--- config.mk ---
export PLATFORM = sky130hd
export DESIGN_NAME = spiBlock
export DESIGN_NICKNAME = d
export VERILOG_FILES = /design/src/source/spiBusPkg.sv /design/src/source/spiCorePkg.sv /design/src/source/spiCsr.sv /design/src/source/spiMasterUnit.sv /design/src/source/spiBlock.sv
export SDC_FILE = /design/constraint.sdc
export NUM_CORES = 1
export LEC_CHECK = 0
export ABC_CLOCK_PERIOD_IN_PS = 3450
export BUFFER_PORTS_ARGS = -buffer_cell sky130_fd_sc_hd__buf_2
export CORE_MARGIN = 4
export CORE_UTILIZATION = 40
export CTS_CLUSTER_DIAMETER = 50
export CTS_CLUSTER_SIZE = 16
export DETAILED_ROUTE_END_ITERATION = 16
export SLEW_MARGIN = 25
export SYNTH_ARGS = -nofsm -noshare
export SYNTH_HDL_FRONTEND = slang
export SYNTH_SLANG_ARGS = --single-unit
--- constraint.sdc ---
create_clock -name sysClk -period 3.45 [get_ports sysClk]
set_input_delay 0.69 -clock sysClk [delete_from_list [all_inputs] [get_ports sysClk]]
set_output_delay 0.69 -clock sysClk [all_outputs]
set_load 0.01 [all_outputs]
--- src/source/spiBusPkg.sv ---
/*
 * SPI block bus-side definitions
 * Register bus data width and the CSR offset map
 */
`default_nettype none

package spiBusPkg;

	//--------------------------------------------------------------------
	// Register bus
	//--------------------------------------------------------------------
	localparam int busDataWidth   = 32;	// Usi data width
	localparam int csrOffsetWidth = 8;	// Low address field inside block

	//--------------------------------------------------------------------
	// CSR offsets
	//--------------------------------------------------------------------
	localparam logic [csrOffsetWidth-1:0] csrEnOffset     = 8'h00;	// Bit 0 enable
	localparam logic [csrOffsetWidth-1:0] csrDivOffset    = 8'h04;	// SCK divider
	localparam logic [csrOffsetWidth-1:0] csrTxOffset     = 8'h08;	// Write starts xfer
	localparam logic [csrOffsetWidth-1:0] csrCsOffset     = 8'h0C;	// 1 = chip selected
	localparam logic [csrOffsetWidth-1:0] csrRxOffset     = 8'h10;	// Last rx byte, RO
	localparam logic [csrOffsetWidth-1:0] csrStatusOffset = 8'h14;	// Bit 0 busy, RO

endpackage

`default_nettype wire

--- src/source/spiCorePkg.sv ---
/*
 * SPI engine definitions
 * Divider, byte and bit counter widths
 */
`default_nettype none

package spiCorePkg;

	//--------------------------------------------------------------------
	// Shift engine sizing
	//--------------------------------------------------------------------
	localparam int divWidth      = 16;	// Half-period reload value
	localparam int spiByteWidth  = 8;	// One transfer
	localparam int bitCountWidth = 3;	// Counts 0..7 within a byte

	// Half-period count is spiDiv+1 sysClk cycles, so a full byte
	// spans 2*spiByteWidth half periods

endpackage

`default_nettype wire

--- src/source/spiCsr.sv ---
/*
 * SPI CSR block
 * Decodes Usi accesses for this block, holds the control registers,
 * issues the transfer start pulse and returns registered read data
 */
`timescale 1ns/10ps
`default_nettype none

module spiCsr
	import spiBusPkg::*;
	import spiCorePkg::*;
#(
	parameter int                        busAdrsWidth   = 16,
	parameter int                        blockAdrsWidth = 8,
	parameter logic [blockAdrsWidth-1:0] blockAdrs      = 8'h03
)(
	// Usi slave write
	input  wire logic [busDataWidth-1:0] usiWd,
	input  wire logic [busAdrsWidth-1:0] usiAdrs,
	input  wire logic                    usiWCke,
	// Usi slave read
	input  wire logic                    usiRCke,
	output      logic [busDataWidth-1:0] usiRd,
	output      logic                    usiREd,
	// Control towards the master unit
	output      logic                    spiEn,
	output      logic [divWidth-1:0]     spiDiv,
	output      logic [spiByteWidth-1:0] txByte,
	output      logic                    csLevel,
	output      logic                    txStart,
	// Status from the master unit
	input  wire logic [spiByteWidth-1:0] rxByte,
	input  wire logic                    busy,
	// Clock and reset
	input  wire logic                    sysClk,
	input  wire logic                    rstN
);

	//--------------------------------------------------------------------
	// Address decode
	//--------------------------------------------------------------------
	logic [blockAdrsWidth-1:0] blkField;	// Upper field selects the block
	logic [csrOffsetWidth-1:0] csrOffset;	// Register within the block
	logic                      blkHit;
	logic                      wrHit;
	logic                      rdHit;

	assign blkField  = usiAdrs[busAdrsWidth-1 -: blockAdrsWidth];
	assign csrOffset = usiAdrs[csrOffsetWidth-1:0];
	assign blkHit    = (blkField == blockAdrs);
	assign wrHit     = usiWCke & blkHit;
	assign rdHit     = usiRCke & blkHit;	// Foreign reads never answer

	//--------------------------------------------------------------------
	// Control registers
	//--------------------------------------------------------------------
	always_ff @(posedge sysClk or negedge rstN)
	begin
		if (!rstN)
		begin
			spiEn   <= 1'b0;
			spiDiv  <= '0;
			txByte  <= '0;
			csLevel <= 1'b0;	// Chip deselected out of reset
			txStart <= 1'b0;
		end
		else
		begin
			txStart <= 1'b0;	// Single cycle unless a tx write lands
			if (wrHit)
			begin
				case (csrOffset)
					csrEnOffset:
					begin
						spiEn <= usiWd[0];
					end
					csrDivOffset:
					begin
						spiDiv <= usiWd[divWidth-1:0];
					end
					csrTxOffset:
					begin
						txByte  <= usiWd[spiByteWidth-1:0];
						txStart <= 1'b1;	// Unit drops it if busy or disabled
					end
					csrCsOffset:
					begin
						csLevel <= usiWd[0];
					end
					default:
					begin
						// RO and unmapped offsets ignore writes
					end
				endcase
			end
		end
	end

	//--------------------------------------------------------------------
	// Read data
	//--------------------------------------------------------------------
	logic [busDataWidth-1:0] rdMux;

	always_comb
	begin
		rdMux = '0;	// Unmapped offsets read zero
		case (csrOffset)
			csrEnOffset:     rdMux[0]                = spiEn;
			csrDivOffset:    rdMux[divWidth-1:0]     = spiDiv;
			csrTxOffset:     rdMux[spiByteWidth-1:0] = txByte;
			csrCsOffset:     rdMux[0]                = csLevel;
			csrRxOffset:     rdMux[spiByteWidth-1:0] = rxByte;
			csrStatusOffset: rdMux[0]                = busy;
			default:         rdMux                   = '0;
		endcase
	end

	// Data and enable leave together, one cycle after the strobe
	always_ff @(posedge sysClk or negedge rstN)
	begin
		if (!rstN)
		begin
			usiRd  <= '0;
			usiREd <= 1'b0;
		end
		else
		begin
			usiREd <= rdHit;
			if (rdHit)
			begin
				usiRd <= rdMux;
			end
		end
	end

endmodule

`default_nettype wire

--- src/source/spiMasterUnit.sv ---
/*
 * SPI master unit, mode 0, MSB first
 * SCK divider, shift engine, receive latch and completion interrupt
 */
`timescale 1ns/10ps
`default_nettype none

module spiMasterUnit
	import spiCorePkg::*;
(
	// Control from the CSR block
	input  wire logic                    spiEn,
	input  wire logic [divWidth-1:0]     spiDiv,
	input  wire logic [spiByteWidth-1:0] txByte,
	input  wire logic                    csLevel,
	input  wire logic                    txStart,
	// Status back to the CSR block
	output      logic [spiByteWidth-1:0] rxByte,
	output      logic                    busy,
	// SPI pins
	output      logic                    spiSck,
	output      logic                    spiMosi,
	output      logic                    spiCs,
	input  wire logic                    spiMiso,
	// Interrupt
	output      logic                    spiIntr,
	// Clock and reset
	input  wire logic                    sysClk,
	input  wire logic                    rstN
);

	//--------------------------------------------------------------------
	// Internal state
	//--------------------------------------------------------------------
	logic [divWidth-1:0]      halfCnt;	// Cycles left in this half period
	logic [bitCountWidth-1:0] bitCnt;	// Bit index within the byte
	logic [spiByteWidth-1:0]  txShift;	// MSB drives MOSI
	logic [spiByteWidth-1:0]  rxShift;	// MISO shifts in at LSB
	logic                     startOk;
	logic                     halfDone;
	logic                     sckRise;
	logic                     sckFall;
	logic                     lastBit;

	assign startOk  = txStart & spiEn & ~busy;	// Busy check lives here only
	assign halfDone = busy & (halfCnt == '0);
	assign sckRise  = halfDone & ~spiSck;	// Sample edge
	assign sckFall  = halfDone & spiSck;	// Shift edge
	assign lastBit  = (bitCnt == {bitCountWidth{1'b1}});

	// Pin outputs
	assign spiMosi = txShift[spiByteWidth-1];
	assign spiCs   = ~csLevel;	// Straight from the register, active low

	//--------------------------------------------------------------------
	// Half-period timer and SCK
	//--------------------------------------------------------------------
	always_ff @(posedge sysClk or negedge rstN)
	begin
		if (!rstN)
		begin
			halfCnt <= '0;
			spiSck  <= 1'b0;	// Mode 0 idles low
		end
		else if (startOk)
		begin
			halfCnt <= spiDiv;	// First half period starts now
			spiSck  <= 1'b0;
		end
		else if (halfDone)
		begin
			halfCnt <= spiDiv;
			spiSck  <= ~spiSck;
		end
		else if (busy)
		begin
			halfCnt <= halfCnt - 1'b1;
		end
	end

	//--------------------------------------------------------------------
	// Shift engine and bit counter
	//--------------------------------------------------------------------
	always_ff @(posedge sysClk or negedge rstN)
	begin
		if (!rstN)
		begin
			busy    <= 1'b0;
			bitCnt  <= '0;
			txShift <= '0;
			rxShift <= '0;
		end
		else if (startOk)
		begin
			busy    <= 1'b1;
			bitCnt  <= '0;
			txShift <= txByte;	// MSB valid on the busy edge
		end
		else if (sckRise)
		begin
			rxShift <= {rxShift[spiByteWidth-2:0], spiMiso};
		end
		else if (sckFall)
		begin
			if (lastBit)
			begin
				busy <= 1'b0;	// 16th half period done
			end
			else
			begin
				bitCnt  <= bitCnt + 1'b1;
				txShift <= {txShift[spiByteWidth-2:0], 1'b0};	// Next bit out
			end
		end
	end

	//--------------------------------------------------------------------
	// Receive latch and interrupt
	//--------------------------------------------------------------------
	always_ff @(posedge sysClk or negedge rstN)
	begin
		if (!rstN)
		begin
			rxByte  <= '0;
			spiIntr <= 1'b0;
		end
		else
		begin
			spiIntr <= sckFall & lastBit;	// One cycle, same edge busy drops
			if (sckFall && lastBit)
			begin
				rxByte <= rxShift;	// All eight bits sampled by now
			end
		end
	end

endmodule

`default_nettype wire

--- src/source/spiBlock.sv ---
/*
 * SPI master block on the Usi register bus
 * Ties the CSR block to the master unit
 */
`timescale 1ns/10ps
`default_nettype none

module spiBlock
	import spiBusPkg::*;
	import spiCorePkg::*;
#(
	parameter int                        busAdrsWidth   = 16,
	parameter int                        blockAdrsWidth = 8,
	parameter logic [blockAdrsWidth-1:0] blockAdrs      = 8'h03
)(
	// Usi slave
	input  wire logic [busDataWidth-1:0] usiWd,
	input  wire logic [busAdrsWidth-1:0] usiAdrs,
	input  wire logic                    usiWCke,
	input  wire logic                    usiRCke,
	output wire logic [busDataWidth-1:0] usiRd,
	output wire logic                    usiREd,
	// SPI pins
	output wire logic                    spiSck,
	output wire logic                    spiMosi,
	output wire logic                    spiCs,
	input  wire logic                    spiMiso,
	// Interrupt
	output wire logic                    spiIntr,
	// Clock and reset
	input  wire logic                    sysClk,
	input  wire logic                    rstN
);

	//--------------------------------------------------------------------
	// CSR to unit
	//--------------------------------------------------------------------
	logic                    spiEn;
	logic [divWidth-1:0]     spiDiv;
	logic [spiByteWidth-1:0] txByte;
	logic                    csLevel;
	logic                    txStart;	// One-cycle kick
	logic [spiByteWidth-1:0] rxByte;	// Back to the CSR
	logic                    busy;

	spiCsr #(
		.busAdrsWidth   (busAdrsWidth),
		.blockAdrsWidth (blockAdrsWidth),
		.blockAdrs      (blockAdrs)
	) SPI_CSR (
		.usiWd   (usiWd),
		.usiAdrs (usiAdrs),
		.usiWCke (usiWCke),
		.usiRCke (usiRCke),
		.usiRd   (usiRd),
		.usiREd  (usiREd),
		.spiEn   (spiEn),
		.spiDiv  (spiDiv),
		.txByte  (txByte),
		.csLevel (csLevel),
		.txStart (txStart),
		.rxByte  (rxByte),
		.busy    (busy),
		.sysClk  (sysClk),
		.rstN    (rstN)
	);

	spiMasterUnit SPI_UNIT (
		.spiEn   (spiEn),
		.spiDiv  (spiDiv),
		.txByte  (txByte),
		.csLevel (csLevel),
		.txStart (txStart),
		.rxByte  (rxByte),
		.busy    (busy),
		.spiSck  (spiSck),
		.spiMosi (spiMosi),
		.spiCs   (spiCs),
		.spiMiso (spiMiso),
		.spiIntr (spiIntr),
		.sysClk  (sysClk),
		.rstN    (rstN)
	);

endmodule

`default_nettype wire

-- Yosys cells after proc, flatten, opt, wreduce, memory -nomap -nowiden
Index checks and enable logic that the tools add are counted.
- register bits after elaboration: 90
- bits in latches: 0
- memory bits (writable): 0
- ROM bits: 0
- input port bits: 53
- output and inout port bits: 37
- logic and storage cells: 74
- memories kept: 0
- add/sub/neg operators: 2
- multiply operators: 0
- div/mod/pow operators: 0
- order comparisons: 0
- equal/unequal tests: 9
- shifts and indexed selects: 0
- mux-type cells: 22
- bitwise operators: 12
- reductions and logical operators: 14
- operator list (operator ; number):
    two-way mux 16 bit ; 3
    two-way mux 8 bit ; 5
    case mux 7 bit (3 select lines) ; 1
    == test 8 x 4 -> 1 bit, second input constant ; 2
    == test 8 x 5 -> 1 bit, second input constant ; 2
    zero test 16 bit ; 1
    subtractor 16 x 1 -> 16 bit, second input constant ; 1
    two-way mux 3 bit ; 4
    AND reduction 2 bit ; 5
    AND 1 bit ; 8
    == test 8 x 2 -> 1 bit, second input constant ; 1
    == test 8 x 3 -> 1 bit, second input constant ; 1
    zero test 8 bit ; 1
    two-way mux 1 bit ; 8
    case mux 1 bit (6 select lines) ; 1
    AND reduction 3 bit ; 2
    nonzero test 2 bit ; 3
    inequality test 2 x 1 -> 1 bit, second input constant ; 2
    NOT 1 bit ; 4
    adder 3 x 1 -> 3 bit, second input constant ; 1
    == test 3 bit, second input constant ; 1
    nonzero test 3 bit ; 1
    logical AND 1 bit ; 1

-- Logic depth before layout (Yosys ltp)
Gate-level depths: netlist (run 1).
- depth after elaboration: 6
- mapped depth: 8
- mapped depth without buffers: 6

-- Cells and area by module
From an unflattened synthesis (run 1), not the netlist that was laid out.
- cells, all modules: 379
- area total of the unflattened synthesis: 4433.0 um^2
- by module, submodules not included (module ; times used ; cells an instance ; area each (um^2) ; sequential area each (um^2)):
    spiMasterUnit ; 1 ; 219 ; 2374.8 ; 1151.1
    spiCsr ; 1 ; 160 ; 2058.2 ; 1101.1

-- Worst setup path before layout (run 1)
OpenSTA, ideal clock, no wires.
- path type: in2reg
- start: in usiAdrs[4]
- end: reg SPI_CSR.txByte[0]
- library setup time: 0.125 ns
- arrival: 2.233 ns
- required time: 3.325 ns
- path slack: 1.092 ns
- stages on the path: 5
- path through: buf_6 or4_1 buf_2 nor4_4 mux2_2
- cells in the longest elaborated chain, start to end: 2
- RTL lines (what ; RTL line ; text):
    start, declared ; spiBlock.sv:18 ; input wire logic [busAdrsWidth-1:0] usiAdrs,
    == test 8 x 4 -> 1 bit ; spiCsr.sv:72 ; case (csrOffset)
    AND reduction 2 bit (no line) ; -- ;
    end signal, assigned ; spiCsr.sv:83 ; txByte <= usiWd[spiByteWidth-1:0];
    end, declared ; spiCsr.sv:28 ; output logic [spiByteWidth-1:0] txByte,
Every way passes these cells.
A chain may end at the register's enable or synchronous reset.

-- Worst setup path in the final report (run 1)
- start: reg SPI_UNIT.halfCnt[0]
- end: reg SPI_UNIT.rxByte[5]
- cells in the longest elaborated chain, start to end: 4
- RTL lines (what ; RTL line ; text):
    start, declared ; spiMasterUnit.sv:35 ; logic [divWidth-1:0] halfCnt;
    start signal, assigned ; spiMasterUnit.sv:67 ; halfCnt <= spiDiv;
    start signal, assigned ; spiMasterUnit.sv:72 ; halfCnt <= spiDiv;
    start signal, assigned ; spiMasterUnit.sv:77 ; halfCnt <= halfCnt - 1'b1;
    zero test 16 bit ; spiMasterUnit.sv:46 ; assign halfDone = busy & (halfCnt == '0);
    AND 1 bit ; spiMasterUnit.sv:46 ;
    AND 1 bit ; spiMasterUnit.sv:48 ; assign sckFall = halfDone & spiSck;
    logical AND 1 bit ; spiMasterUnit.sv:130 ; if (sckFall && lastBit)
    end signal, assigned ; spiMasterUnit.sv:132 ; rxByte <= rxShift;
    end, declared ; spiMasterUnit.sv:18 ; output logic [spiByteWidth-1:0] rxByte,
Every way passes these cells.

==> out/results.tsv, run 1 <==
metric	value	unit
status	finished clean	
cts_buffers	9	
grt_pass1_wl	17600	um
cts.path.max_buffers	2	
fin_crit	2770	ps
avgSynthCellArea	11.1	um2
fin_ws	680	ps
vias_per_cell	5.48	
path_max_fanout	12	
pre_cts_ws	550	ps
gp_congestion	0.872	
drive_above_1_share	0.300	
ir_drop	0.266	mV
ys_warn_count	0	
grt_antenna_before_repair	0	
critPathRequiredTime	3700	ps
core	10900	um2
wirelength	10300	um
ys_async_sr_fraction	1.00	
die_w	114	um
synth.area.top_cells	dfrtp_1, mux2_2, nand2_1	
critPathKind	reg2reg	
synth_cell_types	51	
holdWs	332	ps
area_delta_synth_final	12.6	%
yosysTopAreaCell	dfrtp_1	
cp_num_buf_inv	1	
io_pins	90	
clock-sinks	90	
max_cap_viol_count	0	
slew_headroom	0.474	
timing.fmax	361	MHz
synth_seq_cells	90	
grt_overflow	0	
start_util	0.412	
final_cell_count_no_fill	604	
synth_flop_cell	dfrtp_1	
hold_path_class	in2async	
htree_levels	3	
first_global_vias	3319	
clock_tree.root_cell	clkbuf_8	
cellLeakagePower	2.55	nW
clk_latency	360	ps
start_kind	register	
dp.cells	588	
vias	3312	
worst_setup_path_end_kind	register	
yosysTopAreaCellShare	0.502	
num_rows	38	
worst_pin_slew	783	ps
ant_nets	0	
crit_family	simple AND/OR/NAND/NOR gates	
numPortBuffers	57	
nets	516	
die_h	114	um
holdBufCountCts	0	
slowest_delay	560	ps
hold_viol	0	
cts-resized-gates	0	
netlist_instances	405	
dieArea	13000	um2
tns	0	ps
worst_ep_arrival_time	3020	ps
drtIter0Drc	155	
period_share	0.803	
synth_edf_count	0	
wl_per_cell	17.1	um
path_clk_slew	90	ps
seq_area_frac_synth	0.502	
hpwl	7560	um
synth.cell_area	4480	um2
final_util	0.464	
firstDrtPassIters	4	
crit_path_top_delay_cell	and4_1	
slew_viol_final	0	
cts_setup_buffers	0	
route.detailed.drc	0	
setup_viol	0	
cp_cell_sequence	inv_1 > ha_1 > nor4b_1 > and4_1 > and3_1 > mux2_2	
grt_usage	0.171	
n_antenna_cell	0	
powerDensity	367	nW/um2
skew	10.3	ps
grt_start_max_net_pins	49	
cts_tree	yes	
rsz0062_at_grt	false	
synthesized netlist by cell type (8+ instances only):
library cell / count
nor3_1: 15
nand3_1: 16
a211o_1: 10
buf_4: 17
o21ai_0: 15
nand2_1: 36
nand3b_1: 8
nor2_1: 10
a21oi_1: 12
mux2_2: 51
dfrtp_1: 90
a22o_1: 15
clkbuf_1: 12
final cells by class:
type | instances | area [um2]
clock inverter | 5 | 62.6
inverter | 6 | 22.5
timing repair buffer | 66 | 355
multi-input combinational | 286 | 2050
clock buffer | 11 | 131
sequential | 90 | 2250
tap | 140 | 175
fill | 1025 | 5840
cell families (layout without fill, tap and decap cells):
family,count (synthesis),after routing,share of synthesized area
simple gates,129,129,0.160
flops,90,90,0.502
compound gates,75,75,0.121
mux,54,54,0.135
buf+inv,44,88,0.0547
xor+xnor,8,8,0.0156
fa+ha+maj,4,4,0.0112
other cells,1,16,0.000836
flip-flops by register name, indices dropped and copies added (netlist names), 3 cells and up:
name and cells:
SPI_CSR.txByte 8, SPI_UNIT.bitCnt 3, SPI_UNIT.txShift 8, SPI_CSR.usiRd 16, SPI_UNIT.rxShift 8, SPI_CSR.spiDiv 16
SPI_UNIT.rxByte 8, SPI_UNIT.halfCnt 16
report_power, final:
group          internal (mW)  switching [mW]
registers               1.06         0.00115
clock network          0.341           0.385
logic                 0.0223          0.0487
total                   1.42           0.435
final timing paths:
path                                      from              endpoint  slack, ps  cells past startpoint
max                        SPI_UNIT.halfCnt[0]    SPI_UNIT.rxByte[5]        680                      6
min                                       rstN   SPI_UNIT.halfCnt[7]        330                      1
max reg2reg                SPI_UNIT.halfCnt[0]    SPI_UNIT.rxByte[5]        680                      6
min reg2reg                 SPI_UNIT.bitCnt[0]    SPI_UNIT.bitCnt[0]        490                      1
max in group asynchronous                 rstN  SPI_UNIT.halfCnt[14]       2390                      2
min in group sysClk         SPI_UNIT.bitCnt[0]    SPI_UNIT.bitCnt[0]        490                      1
layer usage:
metal	GRT usage	vias up	wire length (um)
li1	-	1579	-
met1	0.249	1635	4910
met2	0.260	85	4810
met3	0.0350	13	470
met4	0.0475	0	146
met5	0	-	0
layout by cell type, fill, tap and decap left out, types with 3 or more instances in the layout:
cell / synthesis / final
nor3_1: 15 / 14
clkbuf_8: 0 / 9
ha_1: 4 / 4
o211ai_1: 4 / 4
nor2_1: 10 / 10
nor4_1: 7 / 7
o21ai_0: 15 / 15
conb_1: 1 / 16
o22ai_1: 3 / 3
nand3_1: 16 / 16
a21oi_1: 12 / 12
mux2i_1: 3 / 3
a211o_1: 10 / 10
xnor2_1: 7 / 7
nand2_1: 36 / 36
a22oi_1: 3 / 3
and3_1: 6 / 6
a22o_1: 15 / 15
inv_1: 5 / 5
buf_2: 7 / 56
mux2_2: 51 / 51
a221o_1: 5 / 5
buf_4: 17 / 10
nand3b_1: 8 / 8
nand4_1: 5 / 5
nand2b_1: 3 / 3
nor4b_1: 3 / 3
dfrtp_1: 90 / 90
or3_1: 4 / 4
worst reg2reg max path: cells and delay by family, from the launching register on:
family | cells | cell delay [ps]
mux | 1 | 400
fa+ha+maj | 1 | 180
buf+inv | 1 | 100
simple gates | 3 | 1530
flops | 1 | 450
stage by stage:
step                      cell area [um2]  power, mW
after global placement               4850       1.15
after global routing                 5050       1.94
after detailed placement             4850       1.15
final                                5050       1.85
after floorplan                      4540       1.11
after CTS                            5040       1.87
(Power assumes the default switching activity.)
==> inputs of run 2 (changes only) <==
Settings changed: ABC_CLOCK_PERIOD_IN_PS 3450 to 2600.
Clock period 3.45 ns to 2.6 ns, I/O delays scaled along.
==> out/results.tsv, run 2 (same netlist as run 1, synthesis figures left out) <==
metric	value	unit	change
setup_viol	0		unchanged
worst_ep_arrival_time	2520	ps	was 3020 ps
htree_levels	3		unchanged
cp_num_buf_inv	2		was 1
num_rows	38		unchanged
skew	13.3	ps	was 10.3 ps
hpwl	7310	um	was 7560 um
numPortBuffers	57		unchanged
cts_tree	yes		unchanged
slowest_delay	440	ps	was 560 ps
area_delta_synth_final	14.1	%	was 12.6%
n_antenna_cell	0		unchanged
hold_viol	0		unchanged
wl_per_cell	16.3	um	was 17.1 um
total_power	2.36	mW	was 1.85 mW
cts.path.max_buffers	2		unchanged
clock-sinks	90		unchanged
hold_path_class	in2async		unchanged
period_share	0.866		was 0.803
timing.fmax	444	MHz	was 361 MHz
cellLeakagePower	2.58	nW	was 2.55 nW
holdBufCountCts	0		unchanged
layout_common_cells	dfrtp_1, buf_2, mux2_2		unchanged
route.detailed.drc	0		unchanged
die_h	114	um	unchanged
nets	526		was 516
grt_pass1_wl	17000	um	was 17,600 um
first_global_vias	3310		was 3,319
vias_per_cell	5.43		was 5.48
cts_setup_buffers	0		unchanged
start_util	0.412		unchanged
worst_setup_path_end_kind	register		unchanged
cts-resized-gates	0		unchanged
max_cap_viol_count	0		unchanged
drtIter0Drc	180		was 155
start_kind	register		unchanged
cts_buffers	9		unchanged
drive_above_1_share	0.313		was 0.300
clk_latency	370	ps	was 360 ps
tns	0	ps	unchanged
gp_congestion	0.846		was 0.872
ir_drop	0.278	mV	was 0.266 mV
grt_start_max_net_pins	67		was 49
powerDensity	461	nW/um2	was 367 nW/um2
path_clk_slew	100	ps	was 90 ps
vias	3328		was 3,312
clock_tree.root_cell	clkbuf_8		unchanged
status	finished clean		unchanged
die_w	114	um	unchanged
cp_cell_sequence	inv_1 > ha_1 > nor4b_1 > and4_1 > and3_1 > buf_4 > mux2_2		was inv_1 > ha_1 > nor4b_1 > and4_1 > and3_1 > mux2_2
holdWs	40.6	ps	was 332 ps
grt_overflow	0		unchanged
crit_family	simple AND/OR/NAND/NOR gates		unchanged
io_pins	90		unchanged
fin_crit	2250	ps	was 2770 ps
firstDrtPassIters	4		unchanged
critPathKind	reg2reg		unchanged
critPathRequiredTime	2860	ps	was 3700 ps
slew_headroom	0.603		was 0.474
crit_path_top_delay_cell	dfrtp_1		was and4_1
grt_usage	0.164		was 0.171
path_max_fanout	9		was 12
final_common_cell	dfrtp_1		unchanged
ant_nets	0		unchanged
wirelength	9960	um	was 10,300 um
rsz0062_at_grt	false		unchanged
core	10900	um2	unchanged
grt_antenna_before_repair	0		unchanged
slew_viol_final	0		unchanged
dieArea	13000	um2	unchanged
top_regs	SPI_CSR.spiDiv: 16 flops, SPI_CSR.usiRd: 16 flops, SPI_UNIT.halfCnt: 16 flops		unchanged
worst_pin_slew	594	ps	was 783 ps
## run 2: power breakdown
part           internal, mW  leakage [nW]  total [mW]  switching, mW
clock                 0.347        0.0750       0.859          0.512
combinational        0.0324          1.25      0.0975         0.0652
sequential             1.40          1.26        1.40        0.00148
## run 2: worst paths after layout
kind,startpoint,endpoint,slack [ps],cells past startpoint
setup / recovery,SPI_UNIT.halfCnt[0],SPI_UNIT.rxByte[1],350,7
hold reg to reg,SPI_CSR.usiRd[1],SPI_CSR.usiRd[1],500,2
min in group sysClk,spiMiso,SPI_UNIT.rxShift[0],380,2
hold / removal,rstN,SPI_UNIT.rxByte[0],40,1
setup reg to reg,SPI_UNIT.halfCnt[0],SPI_UNIT.rxByte[1],350,7
max in group asynchronous,rstN,SPI_UNIT.halfCnt[4],1910,2
## run 2: cell type report
class,count,area (um2)
fill,1000,5770
sequential,90,2250
multi-input combinational,286,2040
timing repair buffer,76,455
tap,140,175
clock buffer,10,128
clock inverter,5,40.0
inverter,6,22.5
## run 2: metal layers
layer,global-route usage,share of wire,up-vias
li1,-,-,1597
met2,0.249,0.46,98
met3,0.0382,0.061,12
met5,0,0,-
met4,0.0435,0.011,0
met1,0.238,0.47,1621
## run 2: through the flow
stage               cells  instance area (um2)  setup slack (ps)   util
CTS                   613                 5120               349  0.470
floorplan             420                 4540               412      -
global placement      598                 4950               258  0.454
global route          613                 5120               138  0.470
detailed placement    598                 4950               223  0.454
finish                613                 5120               348  0.470
